<file path="src/pcie_trans_pkg.sv">
//--------------------------------------------------------------------------
// Shared definitions of the PCIe transaction controller core: width
// constants, DMA and TLP opcode enums, and the request and completion
// header structs for the DMA and PCIe sides
//--------------------------------------------------------------------------

`default_nettype none

package pcie_trans_pkg;

    // Field widths
    localparam int LEN_W  = 11;
    localparam int ADDR_W = 32;
    localparam int TAG_W  = 8;

    // DMA request kind
    typedef enum logic {
        DMA_READ  = 1'b0,
        DMA_WRITE = 1'b1
    } dma_op_e;

    // PCIe request type
    typedef enum logic {
        TLP_MRD = 1'b0,
        TLP_MWR = 1'b1
    } tlp_type_e;

    // Request header from a DMA port
    typedef struct packed {
        dma_op_e             op;
        logic [LEN_W-1:0]    len;
        logic [ADDR_W-1:0]   addr;
        logic [TAG_W-1:0]    dma_tag;
    } up_hdr_t;

    // Request header towards the endpoint
    typedef struct packed {
        tlp_type_e           tlp_type;
        logic [LEN_W-1:0]    len;
        logic [ADDR_W-1:0]   addr;
        logic [TAG_W-1:0]    pcie_tag;
    } rq_hdr_t;

    // Completion header from the endpoint
    typedef struct packed {
        logic [TAG_W-1:0]    pcie_tag;
        logic [LEN_W-1:0]    len;
        logic                last;
    } rc_hdr_t;

    // Completion header towards a DMA port
    typedef struct packed {
        logic [TAG_W-1:0]    dma_tag;
        logic [LEN_W-1:0]    len;
        logic                last;
    } down_hdr_t;

endpackage

`default_nettype wire

</file>
<file path="src/trans_ifs.sv">
//--------------------------------------------------------------------------
// Internal channels of the controller core: decoded request channel
// from decode to execute, tag lookup and release channel from result
// to execute
//--------------------------------------------------------------------------

`timescale 1ns/1ps
`default_nettype none

// Decoded DMA request with the index of the port it came from
interface dec_req_if import pcie_trans_pkg::*; #(
    parameter int DMA_PORTS = 2
) ();

    localparam int PORT_W = (DMA_PORTS > 1) ? $clog2(DMA_PORTS) : 1;

    logic              src_rdy;
    logic              dst_rdy;
    up_hdr_t           hdr;
    logic [PORT_W-1:0] port;

    modport dec (output src_rdy, hdr, port, input dst_rdy);
    modport exe (input src_rdy, hdr, port, output dst_rdy);

endinterface

// Completion tag lookup, answered combinationally by the tag table
interface tag_lookup_if import pcie_trans_pkg::*; #(
    parameter int DMA_PORTS = 2
) ();

    localparam int PORT_W = (DMA_PORTS > 1) ? $clog2(DMA_PORTS) : 1;

    logic [TAG_W-1:0]  lookup_tag;
    logic              release_vld;
    logic [TAG_W-1:0]  release_tag;

    logic              hit;
    logic [PORT_W-1:0] owner_port;
    logic [TAG_W-1:0]  owner_dma_tag;

    modport res (
        output lookup_tag, release_vld, release_tag,
        input  hit, owner_port, owner_dma_tag
    );
    modport exe (
        input  lookup_tag, release_vld, release_tag,
        output hit, owner_port, owner_dma_tag
    );

endinterface

`default_nettype wire

</file>
<file path="src/cpl_router.sv">
//--------------------------------------------------------------------------
// Result stage: completion tag lookup, routing to the owning DMA port,
// tag release on the last completion, unexpected-completion flag
//--------------------------------------------------------------------------

`timescale 1ns/1ps
`default_nettype none

module cpl_router import pcie_trans_pkg::*; #(
    parameter int DMA_PORTS = 2
) (
    input  wire logic                 clk,
    input  wire logic                 rst,

    input  wire logic                 rc_src_rdy,
    input  wire rc_hdr_t              rc_hdr,
    output logic                      rc_dst_rdy,

    tag_lookup_if.res                 lookup,

    output logic [DMA_PORTS-1:0]      down_src_rdy,
    output down_hdr_t                 down_hdr,
    input  wire logic [DMA_PORTS-1:0] down_dst_rdy,

    output logic                      unexp_cpl
);

    logic rc_fire;
    logic down_drain;

    // Held completion leaves this cycle
    assign down_drain = |(down_src_rdy & down_dst_rdy);
    assign rc_dst_rdy = !(|down_src_rdy) || down_drain;
    assign rc_fire    = rc_src_rdy && rc_dst_rdy;

    // Lookup and release
    assign lookup.lookup_tag  = rc_hdr.pcie_tag;
    assign lookup.release_vld = rc_fire && lookup.hit && rc_hdr.last;
    assign lookup.release_tag = rc_hdr.pcie_tag;

    // ----------------------------------------------------------------------
    // Output register, one-hot on the owner port
    // ----------------------------------------------------------------------
    always_ff @(posedge clk) begin
        if (rst) begin
            down_src_rdy <= '0;
        end else if (rc_fire && lookup.hit) begin
            down_src_rdy <= DMA_PORTS'(1) << lookup.owner_port;
        end else if (down_drain) begin
            down_src_rdy <= '0;
        end
    end

    always_ff @(posedge clk) begin
        if (rc_fire && lookup.hit) begin
            down_hdr.dma_tag <= lookup.owner_dma_tag;
            down_hdr.len     <= rc_hdr.len;
            down_hdr.last    <= rc_hdr.last;
        end
    end

    // Miss is swallowed and flagged for one cycle
    always_ff @(posedge clk) begin
        if (rst) begin
            unexp_cpl <= 1'b0;
        end else begin
            unexp_cpl <= rc_fire && !lookup.hit;
        end
    end

endmodule

`default_nettype wire

</file>
<file path="src/pcie_trans_ctrl.sv">
//--------------------------------------------------------------------------
// Top level of the PCIe transaction controller core: decode, execute
// and result stages joined by the internal channels
//--------------------------------------------------------------------------

`timescale 1ns/1ps
`default_nettype none

module pcie_trans_ctrl import pcie_trans_pkg::*; #(
    parameter int DMA_PORTS = 2,
    parameter int PCIE_TAGS = 4
) (
    input  wire logic                 clk,
    input  wire logic                 rst,

    // Upstream from DMA ports
    input  wire logic [DMA_PORTS-1:0] up_src_rdy,
    input  wire up_hdr_t              up_hdr [DMA_PORTS],
    output logic [DMA_PORTS-1:0]      up_dst_rdy,

    // Requests to the endpoint
    output logic                      rq_src_rdy,
    output rq_hdr_t                   rq_hdr,
    input  wire logic                 rq_dst_rdy,

    // Completions from the endpoint
    input  wire logic                 rc_src_rdy,
    input  wire rc_hdr_t              rc_hdr,
    output logic                      rc_dst_rdy,

    // Downstream to DMA ports
    output logic [DMA_PORTS-1:0]      down_src_rdy,
    output down_hdr_t                 down_hdr,
    input  wire logic [DMA_PORTS-1:0] down_dst_rdy,

    output logic                      unexp_cpl
);

    dec_req_if    #(.DMA_PORTS(DMA_PORTS)) dec_req ();
    tag_lookup_if #(.DMA_PORTS(DMA_PORTS)) tag_lookup ();

    up_hdr_decode #(
        .DMA_PORTS (DMA_PORTS)
    ) u_decode (
        .clk        (clk),
        .rst        (rst),
        .up_src_rdy (up_src_rdy),
        .up_hdr     (up_hdr),
        .up_dst_rdy (up_dst_rdy),
        .req        (dec_req)
    );

    tag_manager #(
        .DMA_PORTS (DMA_PORTS),
        .PCIE_TAGS (PCIE_TAGS)
    ) u_tag_mgr (
        .clk        (clk),
        .rst        (rst),
        .req        (dec_req),
        .lookup     (tag_lookup),
        .rq_src_rdy (rq_src_rdy),
        .rq_hdr     (rq_hdr),
        .rq_dst_rdy (rq_dst_rdy)
    );

    cpl_router #(
        .DMA_PORTS (DMA_PORTS)
    ) u_cpl_router (
        .clk          (clk),
        .rst          (rst),
        .rc_src_rdy   (rc_src_rdy),
        .rc_hdr       (rc_hdr),
        .rc_dst_rdy   (rc_dst_rdy),
        .lookup       (tag_lookup),
        .down_src_rdy (down_src_rdy),
        .down_hdr     (down_hdr),
        .down_dst_rdy (down_dst_rdy),
        .unexp_cpl    (unexp_cpl)
    );

endmodule

`default_nettype wire

</file>
<file path="src/tag_manager.sv">
//--------------------------------------------------------------------------
// Execute stage: PCIe tag table with lowest-free allocation, release on
// last completion, combinational lookup, and the registered request
// header towards the endpoint
//--------------------------------------------------------------------------

`timescale 1ns/1ps
`default_nettype none

module tag_manager import pcie_trans_pkg::*; #(
    parameter int DMA_PORTS = 2,
    parameter int PCIE_TAGS = 4
) (
    input  wire logic  clk,
    input  wire logic  rst,

    dec_req_if.exe     req,
    tag_lookup_if.exe  lookup,

    output logic       rq_src_rdy,
    output rq_hdr_t    rq_hdr,
    input  wire logic  rq_dst_rdy
);

    localparam int PORT_W = (DMA_PORTS > 1) ? $clog2(DMA_PORTS) : 1;
    localparam int TIDX_W = (PCIE_TAGS > 1) ? $clog2(PCIE_TAGS) : 1;

    // ----------------------------------------------------------------------
    // Tag table
    // ----------------------------------------------------------------------
    logic [PCIE_TAGS-1:0] busy;
    logic [PORT_W-1:0]    owner_tab   [PCIE_TAGS];
    logic [TAG_W-1:0]     dma_tag_tab [PCIE_TAGS];

    logic                 free_found;
    logic [TIDX_W-1:0]    free_idx;

    logic                 is_read;
    logic                 out_free;
    logic                 dec_fire;
    logic                 alloc;

    logic [TIDX_W-1:0]    lk_idx;
    logic [TIDX_W-1:0]    rel_idx;

    // Lowest free entry, scanning downwards so the last match wins
    always_comb begin
        free_found = 1'b0;
        free_idx   = '0;
        for (int i = PCIE_TAGS - 1; i >= 0; i--) begin
            if (!busy[i]) begin
                free_found = 1'b1;
                free_idx   = TIDX_W'(i);
            end
        end
    end

    assign is_read  = (req.hdr.op == DMA_READ);
    assign out_free = !rq_src_rdy || rq_dst_rdy;

    // A read waits here until some tag is free
    assign req.dst_rdy = out_free && (!is_read || free_found);
    assign dec_fire    = req.src_rdy && req.dst_rdy;
    assign alloc       = dec_fire && is_read;

    assign rel_idx = lookup.release_tag[TIDX_W-1:0];

    always_ff @(posedge clk) begin
        if (rst) begin
            busy <= '0;
        end else begin
            // Release and allocation never hit the same entry
            if (lookup.release_vld) begin
                busy[rel_idx] <= 1'b0;
            end
            if (alloc) begin
                busy[free_idx] <= 1'b1;
            end
        end
    end

    always_ff @(posedge clk) begin
        if (alloc) begin
            owner_tab[free_idx]   <= req.port;
            dma_tag_tab[free_idx] <= req.hdr.dma_tag;
        end
    end

    // ----------------------------------------------------------------------
    // Completion lookup
    // ----------------------------------------------------------------------
    assign lk_idx = lookup.lookup_tag[TIDX_W-1:0];

    // Tags beyond the table size are never busy
    assign lookup.hit           = (int'(lookup.lookup_tag) < PCIE_TAGS) && busy[lk_idx];
    assign lookup.owner_port    = owner_tab[lk_idx];
    assign lookup.owner_dma_tag = dma_tag_tab[lk_idx];

    // ----------------------------------------------------------------------
    // Outgoing request register
    // ----------------------------------------------------------------------
    always_ff @(posedge clk) begin
        if (rst) begin
            rq_src_rdy <= 1'b0;
        end else if (dec_fire) begin
            rq_src_rdy <= 1'b1;
        end else if (rq_dst_rdy) begin
            rq_src_rdy <= 1'b0;
        end
    end

    always_ff @(posedge clk) begin
        if (dec_fire) begin
            rq_hdr.len  <= req.hdr.len;
            rq_hdr.addr <= req.hdr.addr;
            if (is_read) begin
                rq_hdr.tlp_type <= TLP_MRD;
                rq_hdr.pcie_tag <= TAG_W'(free_idx);
            end else begin
                // Writes are posted and take no tag
                rq_hdr.tlp_type <= TLP_MWR;
                rq_hdr.pcie_tag <= '0;
            end
        end
    end

endmodule

`default_nettype wire

</file>
<file path="src/up_hdr_decode.sv">
//--------------------------------------------------------------------------
// Upstream request decode: round-robin choice among the DMA ports and
// a single register slot holding the chosen header and its port index
//--------------------------------------------------------------------------

`timescale 1ns/1ps
`default_nettype none

module up_hdr_decode import pcie_trans_pkg::*; #(
    parameter int DMA_PORTS = 2
) (
    input  wire logic                 clk,
    input  wire logic                 rst,

    input  wire logic [DMA_PORTS-1:0] up_src_rdy,
    input  wire up_hdr_t              up_hdr [DMA_PORTS],
    output logic [DMA_PORTS-1:0]      up_dst_rdy,

    dec_req_if.dec                    req
);

    localparam int PORT_W = (DMA_PORTS > 1) ? $clog2(DMA_PORTS) : 1;

    logic              slot_vld;
    up_hdr_t           slot_hdr;
    logic [PORT_W-1:0] slot_port;

    // First port searched in the next arbitration
    logic [PORT_W-1:0] rr_ptr;

    logic              found;
    logic [PORT_W-1:0] sel;
    logic              accept;
    logic              up_fire;

    // ----------------------------------------------------------------------
    // Round-robin search starting at rr_ptr
    // ----------------------------------------------------------------------
    always_comb begin
        int idx;
        found = 1'b0;
        sel   = '0;
        for (int i = 0; i < DMA_PORTS; i++) begin
            idx = int'(rr_ptr) + i;
            if (idx >= DMA_PORTS) begin
                idx = idx - DMA_PORTS;
            end
            if (!found && up_src_rdy[idx]) begin
                found = 1'b1;
                sel   = PORT_W'(idx);
            end
        end
    end

    // Slot is free or drains this cycle
    assign accept  = !slot_vld || req.dst_rdy;
    assign up_fire = found && accept;

    always_comb begin
        up_dst_rdy = '0;
        if (up_fire) begin
            up_dst_rdy[sel] = 1'b1;
        end
    end

    // ----------------------------------------------------------------------
    // Decode slot and pointer
    // ----------------------------------------------------------------------
    always_ff @(posedge clk) begin
        if (rst) begin
            slot_vld <= 1'b0;
            rr_ptr   <= '0;
        end else if (up_fire) begin
            slot_vld <= 1'b1;
            if (int'(sel) == DMA_PORTS - 1) begin
                rr_ptr <= '0;
            end else begin
                rr_ptr <= sel + 1'b1;
            end
        end else if (req.dst_rdy) begin
            slot_vld <= 1'b0;
        end
    end

    // Header and port carry no reset
    always_ff @(posedge clk) begin
        if (up_fire) begin
            slot_hdr  <= up_hdr[sel];
            slot_port <= sel;
        end
    end

    assign req.src_rdy = slot_vld;
    assign req.hdr     = slot_hdr;
    assign req.port    = slot_port;

endmodule

`default_nettype wire
</file>
<file path="config.mk">
export PLATFORM = sky130hd
export DESIGN_NAME = pcie_trans_ctrl
export DESIGN_NICKNAME = d
export VERILOG_FILES = /design/src/pcie_trans_pkg.sv /design/src/trans_ifs.sv /design/src/cpl_router.sv /design/src/pcie_trans_ctrl.sv /design/src/tag_manager.sv /design/src/up_hdr_decode.sv
export SDC_FILE = /design/constraint.sdc
export NUM_CORES = 1
export LEC_CHECK = 0
export BUFFER_PORTS_ARGS = -buffer_cell sky130_fd_sc_hd__buf_2
export CORE_MARGIN = 10
export CORE_UTILIZATION = 50
export CTS_CLUSTER_SIZE = 14
export DETAILED_ROUTE_END_ITERATION = 8
export PLACE_DENSITY = 0.78
export SLEW_MARGIN = 20
export SYNTH_ARGS = -nofsm -noshare
export SYNTH_HDL_FRONTEND = slang
export SYNTH_HIERARCHICAL = 1
export SYNTH_SLANG_ARGS = --single-unit
</file>
<file path="constraint.sdc">
create_clock -name clk -period 7.2 [get_ports clk]
set_input_delay 0 -clock clk [delete_from_list [all_inputs] [get_ports clk]]
set_output_delay 0 -clock clk [all_outputs]
set_load 0.005 [all_outputs]
</file>
==> results_tabular.tex <==
\begin{tabular}{lr}
\hline
Metric & Value \\
\hline
\multicolumn{2}{l}{\textbf{Clocking}} \\
\quad Deepest clock path buffer count & 2 \\
\quad Clock network latency to the later pin of the worst-skew pair & 0.41 ns \\
\quad Number of gates resized after cts & 0 \\
\quad Clk slew on worst S/H paths & 0.06 ns \\
\quad Number of buffers inserted during clock tree synthesis & 17 \\
\quad Number of levels the H-tree was split into & 4 \\
\quad CTS tree & done \\
\quad Number of clock sinks seen by CTS & 165 \\
\quad Root buffer cell & clkbuf\_16 \\
\multicolumn{2}{l}{\textbf{Pwr}} \\
\quad Switching Power & 451 µW \\
\quad Net Sw Frac & 21.1\% \\
\quad Share of total power in the clock network & 36.1\% \\
\quad Internal Pwr Total & 1690 µW \\
\quad Cell leakage power & 0.00363 µW \\
\quad Seq pwr share & 53.6\% \\
\quad Logic gate share of total power & 10.2\% \\
\quad Power per unit of standard cell area & 234 mW/mm² \\
\quad Total power of the final layout & 2140 µW \\
\quad Largest voltage drop on the vdd net & 148 µV \\
\multicolumn{2}{l}{\textbf{Timing}} \\
\quad Worst-case headroom to the max-slew limit & 40.5\% \\
\quad Number of pins with negative max-slew slack in the final report & 0 \\
\quad Minimum period implied by the final worst setup slack & 2.38 ns \\
\quad Final worst setup slack & 4.82 ns \\
\quad Achievable frequency & 0.420 GHz \\
\quad Unrepaired setup endpoints after global routing & false \\
\quad Final Hold Vio Count & 0 \\
\quad Worst-margin pin slew & 0.889 ns \\
\quad Final sum of negative setup slack & 0 ns \\
\quad Layout Skew & 0.00877 ns \\
\quad Share of the cycle needed by the critical path after routing & 33.1\% \\
\quad Setup violators final & 0 \\
\multicolumn{2}{l}{\textbf{Global routing}} \\
\quad M3 GR Usage & 8.84\% \\
\quad Antenna violations before repair & 0 \\
\quad Maximum number of pins on one net before global-route repair & 55 \\
\quad Met1 demand-to-capacity share in global routing & 20.8\% \\
\quad Global-route wire length before repair & 26500 µm \\
\quad Number of global-route vias before repair & 4659 \\
\quad Leftover overflow at the end of global routing & 0 \\
\quad Fraction of met2 tracks used by global routing & 33.8\% \\
\quad Overall global routing resource usage & 19.8\% \\
\quad Busiest layer in global routing & met2 \\
\multicolumn{2}{l}{\textbf{Floorplanning}} \\
\quad Chip width & 132 µm \\
\quad Boundary pin count & 211 \\
\quad Die outline area & 0.0174 mm² \\
\quad Vertical die dimension & 132 µm \\
\quad Core region area & 0.0122 mm² \\
\quad Starting utilization of the core area & 51.5\% \\
\quad Std-Cell Rows & 40 \\
\multicolumn{2}{l}{\textbf{Finish}} \\
\quad Share of post-route cells with drive strength above 1 & 43.5\% \\
\quad End-of-flow core utilization & 75.1\% \\
\quad Post-layout nets & 781 \\
\quad Area growth from synthesis to final layout & 45.8\% \\
\quad Fillers & 665 \\
\quad Diode insertion count for antenna repair & 0 \\
\quad Post-Layout Inst Area & 0.00913 mm² \\
\multicolumn{2}{l}{\textbf{Worst setup path}} \\
\quad Arrival @ worst endpoint & 2.54 ns \\
\quad Worst path required time & 7.35 ns \\
\quad CP peak stage delay & 0.58 ns \\
\quad Element type at the critical path start & flop \\
\quad Crit path from & u\_decode/rr\_ptr\$\_SDFFE\_PP0P\_ \\
\quad Launch point of the worst reg-to-reg path & u\_decode/rr\_ptr\$\_SDFFE\_PP0P\_ \\
\quad Critical path cell sequence & o21ai\_4, buf\_4, mux2\_2, dlygate4sd3\_1 \\
\quad Largest delay contributor family on the critical path & buffers and inverters \\
\quad Bufs and invs on worst path & 2 \\
\quad Worst setup EP type & flop \\
\quad Slowest cell on crit path & dlygate4sd3\_1 \\
\quad Startpoint-to-endpoint class of the critical path & reg -> reg \\
\quad Largest fanout of any net on the critical path & 54 \\
\multicolumn{2}{l}{\textbf{Placement}} \\
\quad Count of input and output buffers & 204 \\
\quad Total placed instance area & 0.00736 mm² \\
\quad Placed wire-length estimate after detailed placement & 10000 µm \\
\quad Final weighted congestion in routability-driven placement & 0.852 \\
\quad Post-Place Setup Slack & 5.19 ns \\
\multicolumn{2}{l}{\textbf{Routing}} \\
\quad Antenna Violating Nets Remaining & 0 \\
\quad DR vias/cell & 5.01 \\
\quad Number of optimization iterations in the first detailed-route pass & 4 \\
\quad DRC errors left & 0 \\
\quad Count of vias placed by the detailed router & 4162 \\
\quad Final Routed Wirelength & 17000 µm \\
\quad Number of violations reported at the end of detailed-routing iteration 0 & 244 \\
\quad Wire length per cell after detailed routing & 20.4 µm \\
\multicolumn{2}{l}{\textbf{Hold path}} \\
\quad Classification of the worst-slack hold path & in -> reg \\
\quad Startpoint of the tightest hold check path & rq\_dst\_rdy \\
\multicolumn{2}{l}{\textbf{Run}} \\
\quad Max-cap violations & 0 \\
\multicolumn{2}{l}{\textbf{Synthesis}} \\
\quad Synthesis warning total & 6 \\
\quad Average cell area after synthesis & 19.9 µm² \\
\quad Synthesized instance count & 315 \\
\quad Cell Area, Synth & 0.00626 mm² \\
\multicolumn{2}{l}{\textbf{Run status}} \\
\quad Run status & completed \\
\hline
\end{tabular}
-- power groups by stage --
stage	registers (µW)	logic [µW]	clock network [µW]
floorplan	1160	72.2	0
global placement	1160	140	0
detailed placement	1160	144	0
CTS	1150	211	786
global route	1150	235	824
finish	1150	219	773
-- per-stage QoR --
step | cells | hold WS, ns
floorplan | 320 | 0.0604
global placement | 672 | 0.179
detailed placement | 672 | 0.182
CTS | 830 | 0.0314
global route | 830 | 0.0849
finish | 830 | 0.0517
-- layer usage --
layer	routed length (µm)	part of all wire, %	up-vias
met3	1730	10	21
met2	8710	51	220
met4	257	1.5	0
li1	-	-	1892
met5	0	0	-
met1	6270	37	2029
-- state kept, by name, summed over array words and instances, names as in the netlist --
| register | flops |
|---|---|
| u_cpl_router/down_hdr | 20 |
| u_tag_mgr/rq_hdr | 46 |
| u_tag_mgr/dma_tag_tab | 32 |
| u_tag_mgr/owner_tab | 4 |
| u_tag_mgr/busy | 4 |
| u_decode/req.src_rdy | 1 |
| u_cpl_router/down_src_rdy | 2 |
| u_decode/rr_ptr | 1 |
| u_decode/req.hdr | 52 |
| u_cpl_router/unexp_cpl | 1 |
| u_decode/req.port | 1 |
| u_tag_mgr/rq_src_rdy | 1 |
-- layout by cell type (no fill, tap or decap), types with 2 or more instances in the layout --
master and n:
a211oi_1 4, a21oi_1 7, buf_2 204, buf_4 3
clkbuf_1 4, clkbuf_16 17, clkinv_1 2, clkinv_2 5
clkinvlp_4 4, conb_1 6, dfxtp_1 10, dlygate4sd3_1 126
edfxtp_1 155, inv_1 6, mux2_1 4, mux2_2 48
mux4_1 9, nand2_1 6, nand2b_1 5, nand3b_1 2
nor2_1 9, nor2_4 2, nor2b_1 2, nor3_1 2
o21ai_0 3
-- final timing paths --
path                                                     endpoint  slack, ns  cells past startpoint
worst max register to register     u_decode/req.hdr[10]$_DFFE_PP_       4.82                      4
worst max-delay path               u_decode/req.hdr[10]$_DFFE_PP_       4.82                      4
worst min register to register     u_tag_mgr/rq_hdr[30]$_DFFE_PP_       0.42                      0
worst min-delay path            u_tag_mgr/rq_src_rdy$_SDFFE_PP0P_       0.05                      3
-- area by class of cell --
class	count	area [µm²]	share of cell area [%]
tap	168	210	2.30
clock inverter	11	62.6	0.685
multi-input combinational	126	1230	13.5
inverter	6	22.5	0.247
sequential	165	4850	53.2
clock buffer	21	440	4.83
timing repair buffer	333	2300	25.3
-- worst reg2reg max path, stage by stage (launching register included) --
cell,delay (ns)
dfxtp_1,0.36
o21ai_4,0.15
buf_4,0.55
mux2_2,0.48
dlygate4sd3_1,0.58
-- repair_timing --
item / 4_1_cts / 5_1_grt
setup buffers: 0 / 0
endpoints found under the hold margin: 74 / 0
hold buffers: 126 / 0
Power figures use the tool's default switching activity.
